`src/hca_macros.svh`:
```
//**********************************************************
// Widths, APB register offsets and pipeline latency
// of the 64-bit hybrid prefix adder.
//**********************************************************

`ifndef HCA_MACROS_SVH
`define HCA_MACROS_SVH

`define HCA_WIDTH       64      // operand and sum width.
`define HCA_APB_AW      8
`define HCA_APB_DW      32

// each register offset holds one 32-bit word.
`define HCA_REG_A_LO    8'h00
`define HCA_REG_A_HI    8'h04
`define HCA_REG_B_LO    8'h08
`define HCA_REG_B_HI    8'h0C
`define HCA_REG_CTRL    8'h10   // bit 0 carry-in, bit 1 start.
`define HCA_REG_STATUS  8'h14   // bit 0 done, bit 1 carry-out, bit 2 busy.
`define HCA_REG_SUM_LO  8'h18
`define HCA_REG_SUM_HI  8'h1C

// Control register bit positions.
`define HCA_CTRL_CIN    0
`define HCA_CTRL_START  1

`define HCA_LATENCY     2       // cycles from launch to result.

`endif

```
`src/hca_pkg.sv`:
```
//**********************************************************
// Vector types shared by the adder RTL and its testbench.
//**********************************************************

`default_nettype none

`include "hca_macros.svh"

package hca_pkg;

        // one operand or one sum.
        typedef logic [`HCA_WIDTH-1:0] operand_t;

        // a propagate or generate vector whose position 0 holds the carry-in.
        typedef logic [`HCA_WIDTH:0] pg_vec_t;

        typedef logic [`HCA_APB_AW-1:0] apb_addr_t;

        typedef logic [`HCA_APB_DW-1:0] apb_data_t;

        // enough to count every addition the pipeline can hold.
        typedef logic [$clog2(`HCA_LATENCY + 1)-1:0] flight_cnt_t;

endpackage

`default_nettype wire

```
`src/hca_apb_regs.sv`:
```
//**********************************************************
// APB slave of the hybrid adder: operand and control
// registers, launch pulse, in-flight count, result copy,
// read stall while busy and read data mux.
//**********************************************************

`timescale 1ns/1ps
`default_nettype none

`include "hca_macros.svh"

module hca_apb_regs (
        input  logic                clk,
        input  logic                rst,
        input  hca_pkg::apb_addr_t  paddr,
        input  logic                psel,
        input  logic                penable,
        input  logic                pwrite,
        input  hca_pkg::apb_data_t  pwdata,
        input  logic                res_valid,
        input  hca_pkg::operand_t   res_sum,
        input  logic                res_cout,
        output hca_pkg::apb_data_t  prdata,
        output logic                pready,
        output logic                pslverr,
        output logic                launch,
        output hca_pkg::operand_t   op_a,
        output hca_pkg::operand_t   op_b,
        output logic                cin
);

        hca_pkg::operand_t    sum_q;
        logic                 cout_q;
        logic                 done_q;
        hca_pkg::flight_cnt_t flight_cnt;

        logic xfer_done;
        logic wr_en;
        logic start_wr;
        logic busy;
        logic rd_result;
        logic addr_err;
        logic stall;

        assign xfer_done = psel & penable & pready;
        assign wr_en     = xfer_done & pwrite;
        assign start_wr  = wr_en & (paddr == `HCA_REG_CTRL) & pwdata[`HCA_CTRL_START];
        assign busy      = (flight_cnt != '0);
        assign stall     = rd_result & busy;

        always_comb begin
                rd_result = 1'b0;
                addr_err  = 1'b0;
                case (paddr)
                        `HCA_REG_STATUS, `HCA_REG_SUM_LO, `HCA_REG_SUM_HI: begin
                                rd_result = ~pwrite;
                                addr_err  = pwrite;     // these words are read only.
                        end
                        `HCA_REG_A_LO, `HCA_REG_A_HI, `HCA_REG_B_LO, `HCA_REG_B_HI,
                        `HCA_REG_CTRL: begin
                                addr_err = 1'b0;
                        end
                        default: begin
                                addr_err = 1'b1;
                        end
                endcase
        end

        // pready rises one cycle after the setup phase unless a result read must wait.
        always_ff @(posedge clk) begin
                if (rst) begin
                        pready  <= 1'b0;
                        pslverr <= 1'b0;
                end else begin
                        pready  <= psel & ~xfer_done & ~stall;
                        pslverr <= psel & ~xfer_done & ~stall & addr_err;
                end
        end

        always_ff @(posedge clk) begin
                if (rst) begin
                        op_a <= '0;
                        op_b <= '0;
                        cin  <= 1'b0;
                end else if (wr_en) begin
                        case (paddr)
                                `HCA_REG_A_LO: op_a[`HCA_APB_DW-1:0] <= pwdata;
                                `HCA_REG_A_HI: op_a[`HCA_WIDTH-1:`HCA_APB_DW] <= pwdata;
                                `HCA_REG_B_LO: op_b[`HCA_APB_DW-1:0] <= pwdata;
                                `HCA_REG_B_HI: op_b[`HCA_WIDTH-1:`HCA_APB_DW] <= pwdata;
                                `HCA_REG_CTRL: cin <= pwdata[`HCA_CTRL_CIN];
                                default: cin <= cin;
                        endcase
                end
        end

        always_ff @(posedge clk) begin
                if (rst) begin
                        launch <= 1'b0;
                end else begin
                        launch <= start_wr;     // the start bit clears itself.
                end
        end

        // The count rises on the same edge as launch so a following read stalls.
        always_ff @(posedge clk) begin
                if (rst) begin
                        flight_cnt <= '0;
                end else begin
                        case ({start_wr, res_valid})
                                2'b10: flight_cnt <= flight_cnt + hca_pkg::flight_cnt_t'(1);
                                2'b01: flight_cnt <= flight_cnt - hca_pkg::flight_cnt_t'(1);
                                default: flight_cnt <= flight_cnt;
                        endcase
                end
        end

        always_ff @(posedge clk) begin
                if (rst) begin
                        sum_q  <= '0;
                        cout_q <= 1'b0;
                        done_q <= 1'b0;
                end else begin
                        if (res_valid) begin
                                sum_q  <= res_sum;
                                cout_q <= res_cout;
                        end
                        if (start_wr) begin
                                done_q <= 1'b0;
                        end else if (res_valid) begin
                                done_q <= 1'b1;
                        end
                end
        end

        always_comb begin
                prdata = '0;
                case (paddr)
                        `HCA_REG_A_LO:   prdata = op_a[`HCA_APB_DW-1:0];
                        `HCA_REG_A_HI:   prdata = op_a[`HCA_WIDTH-1:`HCA_APB_DW];
                        `HCA_REG_B_LO:   prdata = op_b[`HCA_APB_DW-1:0];
                        `HCA_REG_B_HI:   prdata = op_b[`HCA_WIDTH-1:`HCA_APB_DW];
                        `HCA_REG_CTRL:   prdata[`HCA_CTRL_CIN] = cin;
                        `HCA_REG_STATUS: prdata[2:0] = {busy, cout_q, done_q};
                        `HCA_REG_SUM_LO: prdata = sum_q[`HCA_APB_DW-1:0];
                        `HCA_REG_SUM_HI: prdata = sum_q[`HCA_WIDTH-1:`HCA_APB_DW];
                        default:         prdata = '0;
                endcase
        end

endmodule

`default_nettype wire

```
`src/hca_prefix_tree.sv`:
```
//**********************************************************
// Prefix tree of the hybrid adder: propagate and generate,
// Brent-Kung pairing and Kogge-Stone levels on odd
// positions, one pipeline register after the span-4 level.
//**********************************************************

`timescale 1ns/1ps
`default_nettype none

`include "hca_macros.svh"

module hca_prefix_tree (
        input  logic              clk,
        input  logic              rst,
        input  logic              launch,
        input  hca_pkg::operand_t op_a,
        input  hca_pkg::operand_t op_b,
        input  logic              cin,
        output logic              tree_valid,
        output hca_pkg::pg_vec_t  tree_gnpg,
        output hca_pkg::pg_vec_t  tree_pp,
        output hca_pkg::pg_vec_t  tree_p
);

        localparam int PRE_LEVELS  = 3; // pairing, span 2 and span 4.
        localparam int POST_LEVELS = 3; // span 8, span 16 and span 32.

        hca_pkg::pg_vec_t gn_pre  [PRE_LEVELS+1];
        hca_pkg::pg_vec_t pp_pre  [PRE_LEVELS+1];
        hca_pkg::pg_vec_t gn_post [POST_LEVELS+1];
        hca_pkg::pg_vec_t pp_post [POST_LEVELS+1];
        hca_pkg::pg_vec_t gn_mid;
        hca_pkg::pg_vec_t pp_mid;

        // Combines each odd position with the one span below it.
        // Even positions and those too low to reach back pass unchanged.
        function automatic void prefix_level(
                input  int               span,
                input  hca_pkg::pg_vec_t gn_in,
                input  hca_pkg::pg_vec_t pp_in,
                output hca_pkg::pg_vec_t gn_out,
                output hca_pkg::pg_vec_t pp_out);
                gn_out = gn_in;
                pp_out = pp_in;
                for (int i = 1; i < `HCA_WIDTH; i += 2) begin
                        if (i >= span) begin
                                gn_out[i] = gn_in[i] | (pp_in[i] & gn_in[i - span]);
                                pp_out[i] = pp_in[i] & pp_in[i - span];
                        end
                end
        endfunction

        always_comb begin
                gn_pre[0] = {op_a & op_b, cin};         // carry-in acts as generate at 0.
                pp_pre[0] = {op_a ^ op_b, 1'b0};
                for (int lv = 1; lv <= PRE_LEVELS; lv++) begin
                        prefix_level(1 << (lv - 1), gn_pre[lv-1], pp_pre[lv-1],
                                     gn_pre[lv], pp_pre[lv]);
                end
        end

        always_ff @(posedge clk) begin
                if (rst) begin
                        tree_valid <= 1'b0;
                end else begin
                        tree_valid <= launch;
                end
        end

        always_ff @(posedge clk) begin
                if (launch) begin
                        gn_mid <= gn_pre[PRE_LEVELS];
                        pp_mid <= pp_pre[PRE_LEVELS];
                        tree_p <= pp_pre[0];    // raw propagate for the sum.
                end
        end

        always_comb begin
                gn_post[0] = gn_mid;
                pp_post[0] = pp_mid;
                for (int lv = 1; lv <= POST_LEVELS; lv++) begin
                        prefix_level(1 << (PRE_LEVELS + lv - 1), gn_post[lv-1], pp_post[lv-1],
                                     gn_post[lv], pp_post[lv]);
                end
        end

        // odd positions now hold the group generate from position 0.
        assign tree_gnpg = gn_post[POST_LEVELS];
        assign tree_pp   = pp_post[POST_LEVELS];

endmodule

`default_nettype wire

```
`src/hca_sum_stage.sv`:
```
//**********************************************************
// Final prefix level on even positions, sum and carry-out,
// with the result register.
//**********************************************************

`timescale 1ns/1ps
`default_nettype none

`include "hca_macros.svh"

module hca_sum_stage (
        input  logic              clk,
        input  logic              rst,
        input  logic              tree_valid,
        input  hca_pkg::pg_vec_t  tree_gnpg,
        input  hca_pkg::pg_vec_t  tree_pp,
        input  hca_pkg::pg_vec_t  tree_p,
        output logic              res_valid,
        output hca_pkg::operand_t res_sum,
        output logic              res_cout
);

        hca_pkg::operand_t carry;       // carry into each sum bit.
        hca_pkg::operand_t sum_next;
        logic              cout_next;

        // each even position takes in the finished odd group just below it.
        always_comb begin
                carry = tree_gnpg[`HCA_WIDTH-1:0];
                for (int i = 2; i < `HCA_WIDTH; i += 2) begin
                        carry[i] = tree_gnpg[i] | (tree_pp[i] & tree_gnpg[i-1]);
                end
        end

        assign sum_next  = carry ^ tree_p[`HCA_WIDTH:1];
        assign cout_next = tree_gnpg[`HCA_WIDTH] |
                           (tree_pp[`HCA_WIDTH] & tree_gnpg[`HCA_WIDTH-1]);

        always_ff @(posedge clk) begin
                if (rst) begin
                        res_valid <= 1'b0;
                end else begin
                        res_valid <= tree_valid;
                end
        end

        always_ff @(posedge clk) begin
                if (tree_valid) begin
                        res_sum  <= sum_next;
                        res_cout <= cout_next;
                end
        end

endmodule

`default_nettype wire

```
`src/hca_top.sv`:
```
//**********************************************************
// Top level of the APB hybrid prefix adder: register
// block, prefix tree and sum stage.
//**********************************************************

`timescale 1ns/1ps
`default_nettype none

module hca_top (
        input  logic               clk,
        input  logic               rst,
        input  hca_pkg::apb_addr_t paddr,
        input  logic               psel,
        input  logic               penable,
        input  logic               pwrite,
        input  hca_pkg::apb_data_t pwdata,
        output hca_pkg::apb_data_t prdata,
        output logic               pready,
        output logic               pslverr
);

        logic              launch;
        hca_pkg::operand_t op_a;
        hca_pkg::operand_t op_b;
        logic              cin;

        logic              tree_valid;
        hca_pkg::pg_vec_t  tree_gnpg;
        hca_pkg::pg_vec_t  tree_pp;
        hca_pkg::pg_vec_t  tree_p;

        logic              res_valid;
        hca_pkg::operand_t res_sum;
        logic              res_cout;

        hca_apb_regs u_regs (
                .clk       (clk),
                .rst       (rst),
                .paddr     (paddr),
                .psel      (psel),
                .penable   (penable),
                .pwrite    (pwrite),
                .pwdata    (pwdata),
                .res_valid (res_valid),
                .res_sum   (res_sum),
                .res_cout  (res_cout),
                .prdata    (prdata),
                .pready    (pready),
                .pslverr   (pslverr),
                .launch    (launch),
                .op_a      (op_a),
                .op_b      (op_b),
                .cin       (cin)
        );

        hca_prefix_tree u_tree (
                .clk        (clk),
                .rst        (rst),
                .launch     (launch),
                .op_a       (op_a),
                .op_b       (op_b),
                .cin        (cin),
                .tree_valid (tree_valid),
                .tree_gnpg  (tree_gnpg),
                .tree_pp    (tree_pp),
                .tree_p     (tree_p)
        );

        hca_sum_stage u_sum (
                .clk        (clk),
                .rst        (rst),
                .tree_valid (tree_valid),
                .tree_gnpg  (tree_gnpg),
                .tree_pp    (tree_pp),
                .tree_p     (tree_p),
                .res_valid  (res_valid),
                .res_sum    (res_sum),
                .res_cout   (res_cout)
        );

endmodule

`default_nettype wire

```
`config.mk`:
```
export PLATFORM = sky130hd
export DESIGN_NAME = hca_top
export DESIGN_NICKNAME = d
export VERILOG_FILES = /design/src/hca_pkg.sv /design/src/hca_apb_regs.sv /design/src/hca_prefix_tree.sv /design/src/hca_sum_stage.sv /design/src/hca_top.sv
export VERILOG_INCLUDE_DIRS = /design/src
export SDC_FILE = /design/constraint.sdc
export NUM_CORES = 1
export LEC_CHECK = 0
export ABC_AREA = 0
export BUFFER_PORTS_ARGS = -buffer_cell sky130_fd_sc_hd__clkbuf_2
export CELL_PAD_IN_SITES_DETAIL_PLACEMENT = 1
export CELL_PAD_IN_SITES_GLOBAL_PLACEMENT = 1
export CORE_MARGIN = 3
export CORE_UTILIZATION = 55
export DETAILED_ROUTE_END_ITERATION = 8
export PLACE_DENSITY_LB_ADDON = 0.25
export SKIP_LAST_GASP = 1
export SLEW_MARGIN = 20
export SYNTH_ARGS = -nofsm -noshare
export SYNTH_HDL_FRONTEND = slang
export SYNTH_HIERARCHICAL = 1
export SYNTH_SLANG_ARGS = --single-unit
```
`constraint.sdc`:
```
create_clock -name clk -period 12.1 [get_ports clk]
set_clock_uncertainty 0.05 [all_clocks]
set_input_delay 2.42 -clock clk [delete_from_list [all_inputs] [get_ports clk]]
set_output_delay 2.42 -clock clk [all_outputs]
set_load 0.05 [all_outputs]
```
Yosys cells after proc, flatten, opt, wreduce, memory -nomap -nowiden. Index checks and enable logic that the tools add are counted.

Bits of input ports: 45. Flip-flop bits (word level): 456. Output and inout port bits: 34. Logic and storage cells: 577.

Equal/unequal tests: 9. Muxes and demuxes: 6. Add/subtract/negate cells: 2. Bitwise gates (word level): 530. Reductions and logical operators: 11.

Operators by type and width (number): 1-bit AND (331); 1-bit bitwise OR (193); 29-bit case mux with 6 select lines (1); 64-bit bitwise XOR (2); 64-bit AND (1); 8-bit by 5-bit == test with 1-bit output (second input constant) (4); 8-bit by 4-bit == test with 1-bit output (second input constant) (2); 2-bit case mux with 7 select lines (1); 2-bit AND reduction (5); 8-bit by 3-bit == test with 1-bit output (second input constant) (1); 8-bit logical NOT (1); 1-bit case mux with 8 select lines (1); 5-bit OR reduction (1); 2-bit case mux with 2 select lines (1); 2-bit nonzero test (2); 1-bit inverter (3); 3-bit OR reduction (1); 2-bit by 1-bit adder with 2-bit output (second input constant) (1); 2-bit by 1-bit == test with 1-bit output (second input constant) (1); 2-bit == test (second input constant) (1); 1-bit case mux with 2 select lines (1); 2-bit OR reduction (1); 2-bit by 1-bit subtractor with 2-bit output (second input constant) (1); 1-bit two-way mux (1).

Longest topological paths before layout.
Word-level depth: 9. Mapped depth: 9. Gate-level depth less buffers: 6.

Modules after synthesis. The synthesis kept the hierarchy.

Modules (own cells, without submodules): hca_apb_regs (seq. area each 4003.8 um^2, area an instance 9515.4 um^2, instances 1, cells each 912); hca_prefix_tree (seq. area each 4734.5 um^2, area an instance 7965.1 um^2, instances 1, cells each 613); hca_sum_stage (seq. area each 1971.9 um^2, area an instance 2817.7 um^2, instances 1, cells each 163).

Worst setup path after synthesis. No wires, ideal clock.

Kind: input-to-output. Start point: in paddr[4]. End point: out prdata[2]. Slack: 5.213 ns. Data arrival time: 4.417 ns. Buffers on the path: 3. Data required time: 9.630 ns. Stages on the path: 5. Path through: buf_4 buf_2 buf_4 a211o_1 a211oi_1.

Cells in the longest elaborated chain, start to end: 2. Elaborated cells on any way between the ends: 8. Those cells by class: eq/ne: 6; mux: 1; reduce/logical: 1.

RTL lines: start, declared (line hca_top.sv:12) `input hca_pkg::apb_addr_t paddr,`; 8-bit by 5-bit == test with 1-bit output, or another cell as far along (line hca_apb_regs.sv:138) `case (paddr)`; 2-bit case mux with 7 select lines * (line hca_apb_regs.sv:138); end, declared (line hca_top.sv:17) `output hca_pkg::apb_data_t prdata,`.

Mark *: on every way between the ends. The rest lies on a longest branch, timed or not.

Worst setup path in the final report.
Start point: in paddr[2]. End point: out prdata[5].

Cells in the longest elaborated chain, start to end: 2. Elaborated cells on any way between the ends: 7. Those cells by class: eq/ne: 5; mux: 1; reduce/logical: 1.

RTL lines (line): 8-bit by 5-bit == test with 1-bit output, or another cell as far along (hca_apb_regs.sv:138); 29-bit case mux with 6 select lines * (hca_apb_regs.sv:138).

Marks and branches as above.

==> impl_metrics.tcl <==
set metrics [dict create \
    status "complete, no violations" \
    dieArea_sq_um 38800 \
    cp.arrival_ns 5.57 \
    gp_congestion 0.838 \
    place_area_sq_um 20000 \
    power_leakage_nw 8.19 \
    rsz0062_at_grt "false" \
    fmax_ghz 0.124 \
    clock_sinks 424 \
    num_vias 13000 \
    finalCoreUtilization_pct 60.0 \
    cp-endpoint "prdata[5]" \
    cp-startpoint "paddr[2]" \
    post_cts.repair.setup_buffers 0 \
    fin_ws_ns 4.06 \
    netlist_area_sq_um 20000 \
    clk_pin_slew_worst_paths_ns 0.05 \
    holdPathStages 2 \
    port_buffers 78 \
    dr.pass1.iters 5 \
    vias_per_cell 6.15 \
    fp.dieH_um 197 \
    ios 79 \
    place_ws_ns 4.07 \
    end_kind "output pin" \
    swShare_pct 21.2 \
    layout-drive-gt1-share_pct 15.8 \
    path_class "input pin to output pin" \
    first_global_vias 13800 \
    initial_core_util_pct 56.1 \
    clockPowerShare_pct 47.0 \
    fillCellCount 3610 \
    grt_pass1_wl_um 84300 \
    ys_warn_count 6 \
    relSlewSlack_pct 24.1 \
    cts_buffer_depth 3 \
    cts_max_level 2 \
    timing.max_cap.violations 0 \
    tns_ns 0 \
    tightest_slew_ns 1.14 \
    p_int_mw 2.33 \
    cts_buffers 45 \
    power_frac_seq_pct 50.6 \
    grt_max_degree 129 \
    hp-class "flip-flop to flip-flop" \
    drtAntennaViolNets 0 \
    hpwl_um 37100 \
    finalSetupViolCount 0 \
    cp.required_ns 9.63 \
    cts_hold_buf 0 \
    rrSetupSlack_ns 9.36 \
    cp-start-kind "input pin" \
    slew_viol_final 0 \
    drt_wl_total_um 55600 \
    rows 69 \
    gr-total-overflow 0 \
    r2r_end "u_tree/gn_mid[16]" \
    ir_drop_mv 0.0960 \
    post_drt_wl_per_cell_um 26.3 \
    design_area_sq_um 21500 \
    p_switching_uw 627 \
    syn_area_per_cell_sq_um 12.1 \
    cellPowerDensity_nw_per_um2 138 \
    fp.dieW_um 197 \
    timing.rr.start "u_regs/launch" \
    period_share_pct 66.5 \
    nets 1729 \
    cts_tree "yes" \
    syn_inst 1653 \
    grt_usage_pct 28.6 \
    drtIter0Drc 1176 \
    cts_resized 0 \
    worst-r2r-cell-count 2 \
    hold_viol 0 \
    critPathMaxFanout 25 \
    antenna_found_initial 0 \
    area_growth_pct 7.09 \
    combPwrFrac_pct 2.4 \
    synth_nets 1763 \
    clk_latency_ns 0.57 \
    drc 0 \
    cts-root-buf "clkbuf_16" \
    antenna_cells 0 \
    core_area_sq_um 35700 \
    min_period_ns 8.04 \
]
==> layer usage <==
layer	GRT usage, %	up-vias	wire length [um]	part of all wire (%)
met5	0	-	0	0
met4	8.90	0	1640	2.9
met3	3.95	107	2980	5.4
met2	49.0	428	27100	49
met1	38.1	6649	23900	43
li1	-	5827	-	-
==> registers in the layout, summed over array words and instances, names as in the netlist <==
signal	cells
u_regs/cin	1
u_regs/cout_q	1
u_regs/done_q	1
u_regs/flight_cnt	2
u_regs/launch	1
u_regs/op_a	64
u_regs/op_b	64
u_regs/pready	1
u_regs/pslverr	1
u_regs/sum_q	64
u_sum/res_cout	1
u_sum/res_sum	64
u_sum/res_valid	1
u_tree/gn_mid	65
u_tree/pp_mid	60
u_tree/tree_p	32
u_tree/tree_valid	1
==> power by group through the flow <==
stage / combinational, mW / sequential [mW] / clock [mW]
floorplan: 0.0440 / 1.53 / 0
global placement: 0.0698 / 1.53 / 0
detailed placement: 0.0716 / 1.53 / 0
CTS: 0.0720 / 1.50 / 1.41
global route: 0.0763 / 1.50 / 1.47
finish: 0.0725 / 1.50 / 1.39
==> area by class of cell <==
cell class                      count  area, sq um  area share [%]
Sequential cell                   424        10700            50.0
Clock buffer                       65         1340            6.22
Inverter                            7         26.3           0.122
Timing Repair Buffer               94          517            2.41
Tap cell                          461          577            2.69
Clock inverter                     19          151           0.705
Multi-Input combinational cell   1047         8130            37.9
==> placed cells by master (no fill, tap or decap), types with 3 or more instances in the layout <==
cell type,count
a211oi_1,4
a21o_1,36
a21oi_1,34
a21oi_2,31
a22oi_1,26
and2_1,3
buf_4,16
clkbuf_1,10
clkbuf_16,48
clkbuf_2,77
clkbuf_8,7
clkinv_1,5
clkinv_2,7
dfxtp_1,199
dfxtp_4,3
edfxtp_1,222
ha_1,65
inv_1,7
mux2_2,40
mux2i_1,215
mux4_2,6
nand2_1,38
nand2b_1,167
nand3_1,34
nand4_1,29
nand4_4,3
nor2_1,119
nor2b_1,6
nor3_1,6
o211ai_1,11
o21a_1,7
o21ai_0,36
o21bai_1,7
o221ai_1,15
o22ai_1,5
or3_1,4
xnor2_1,32
xor2_1,34
==> critical path, cell delays in order <==
cell and delay, ns:
clkbuf_2 0.54, nor4bb_4 1.04, buf_4 0.43, nand2_1 0.32, o221ai_1 0.45, clkbuf_2 0.36
==> worst min-delay path by stage <==
stage / start / to / slack, ns
floorplan: u_regs/cin / u_tree/gn_mid[0] / 0.40
detailed placement: u_sum/res_sum[38] / u_regs/sum_q[38] / 0.43
CTS: u_sum/res_sum[38] / u_regs/sum_q[38] / 0.44
global route: u_regs/flight_cnt[1] / u_regs/flight_cnt[1] / 0.46
global placement: u_sum/res_sum[33] / u_regs/sum_q[33] / 0.41
finish: u_sum/res_sum[50] / u_regs/sum_q[50] / 0.44
==> stage by stage <==
stage          instances  power [mW]  hold slack [ns]
2_1_floorplan       1653        1.57            0.399
3_3_place_gp        2033        1.60            0.410
3_5_place_dp        2033        1.60            0.426
4_1_cts             2117        2.98            0.440
5_1_grt             2117        3.04            0.463
6_report            2117        2.96            0.440
(Power assumes the default switching activity.)
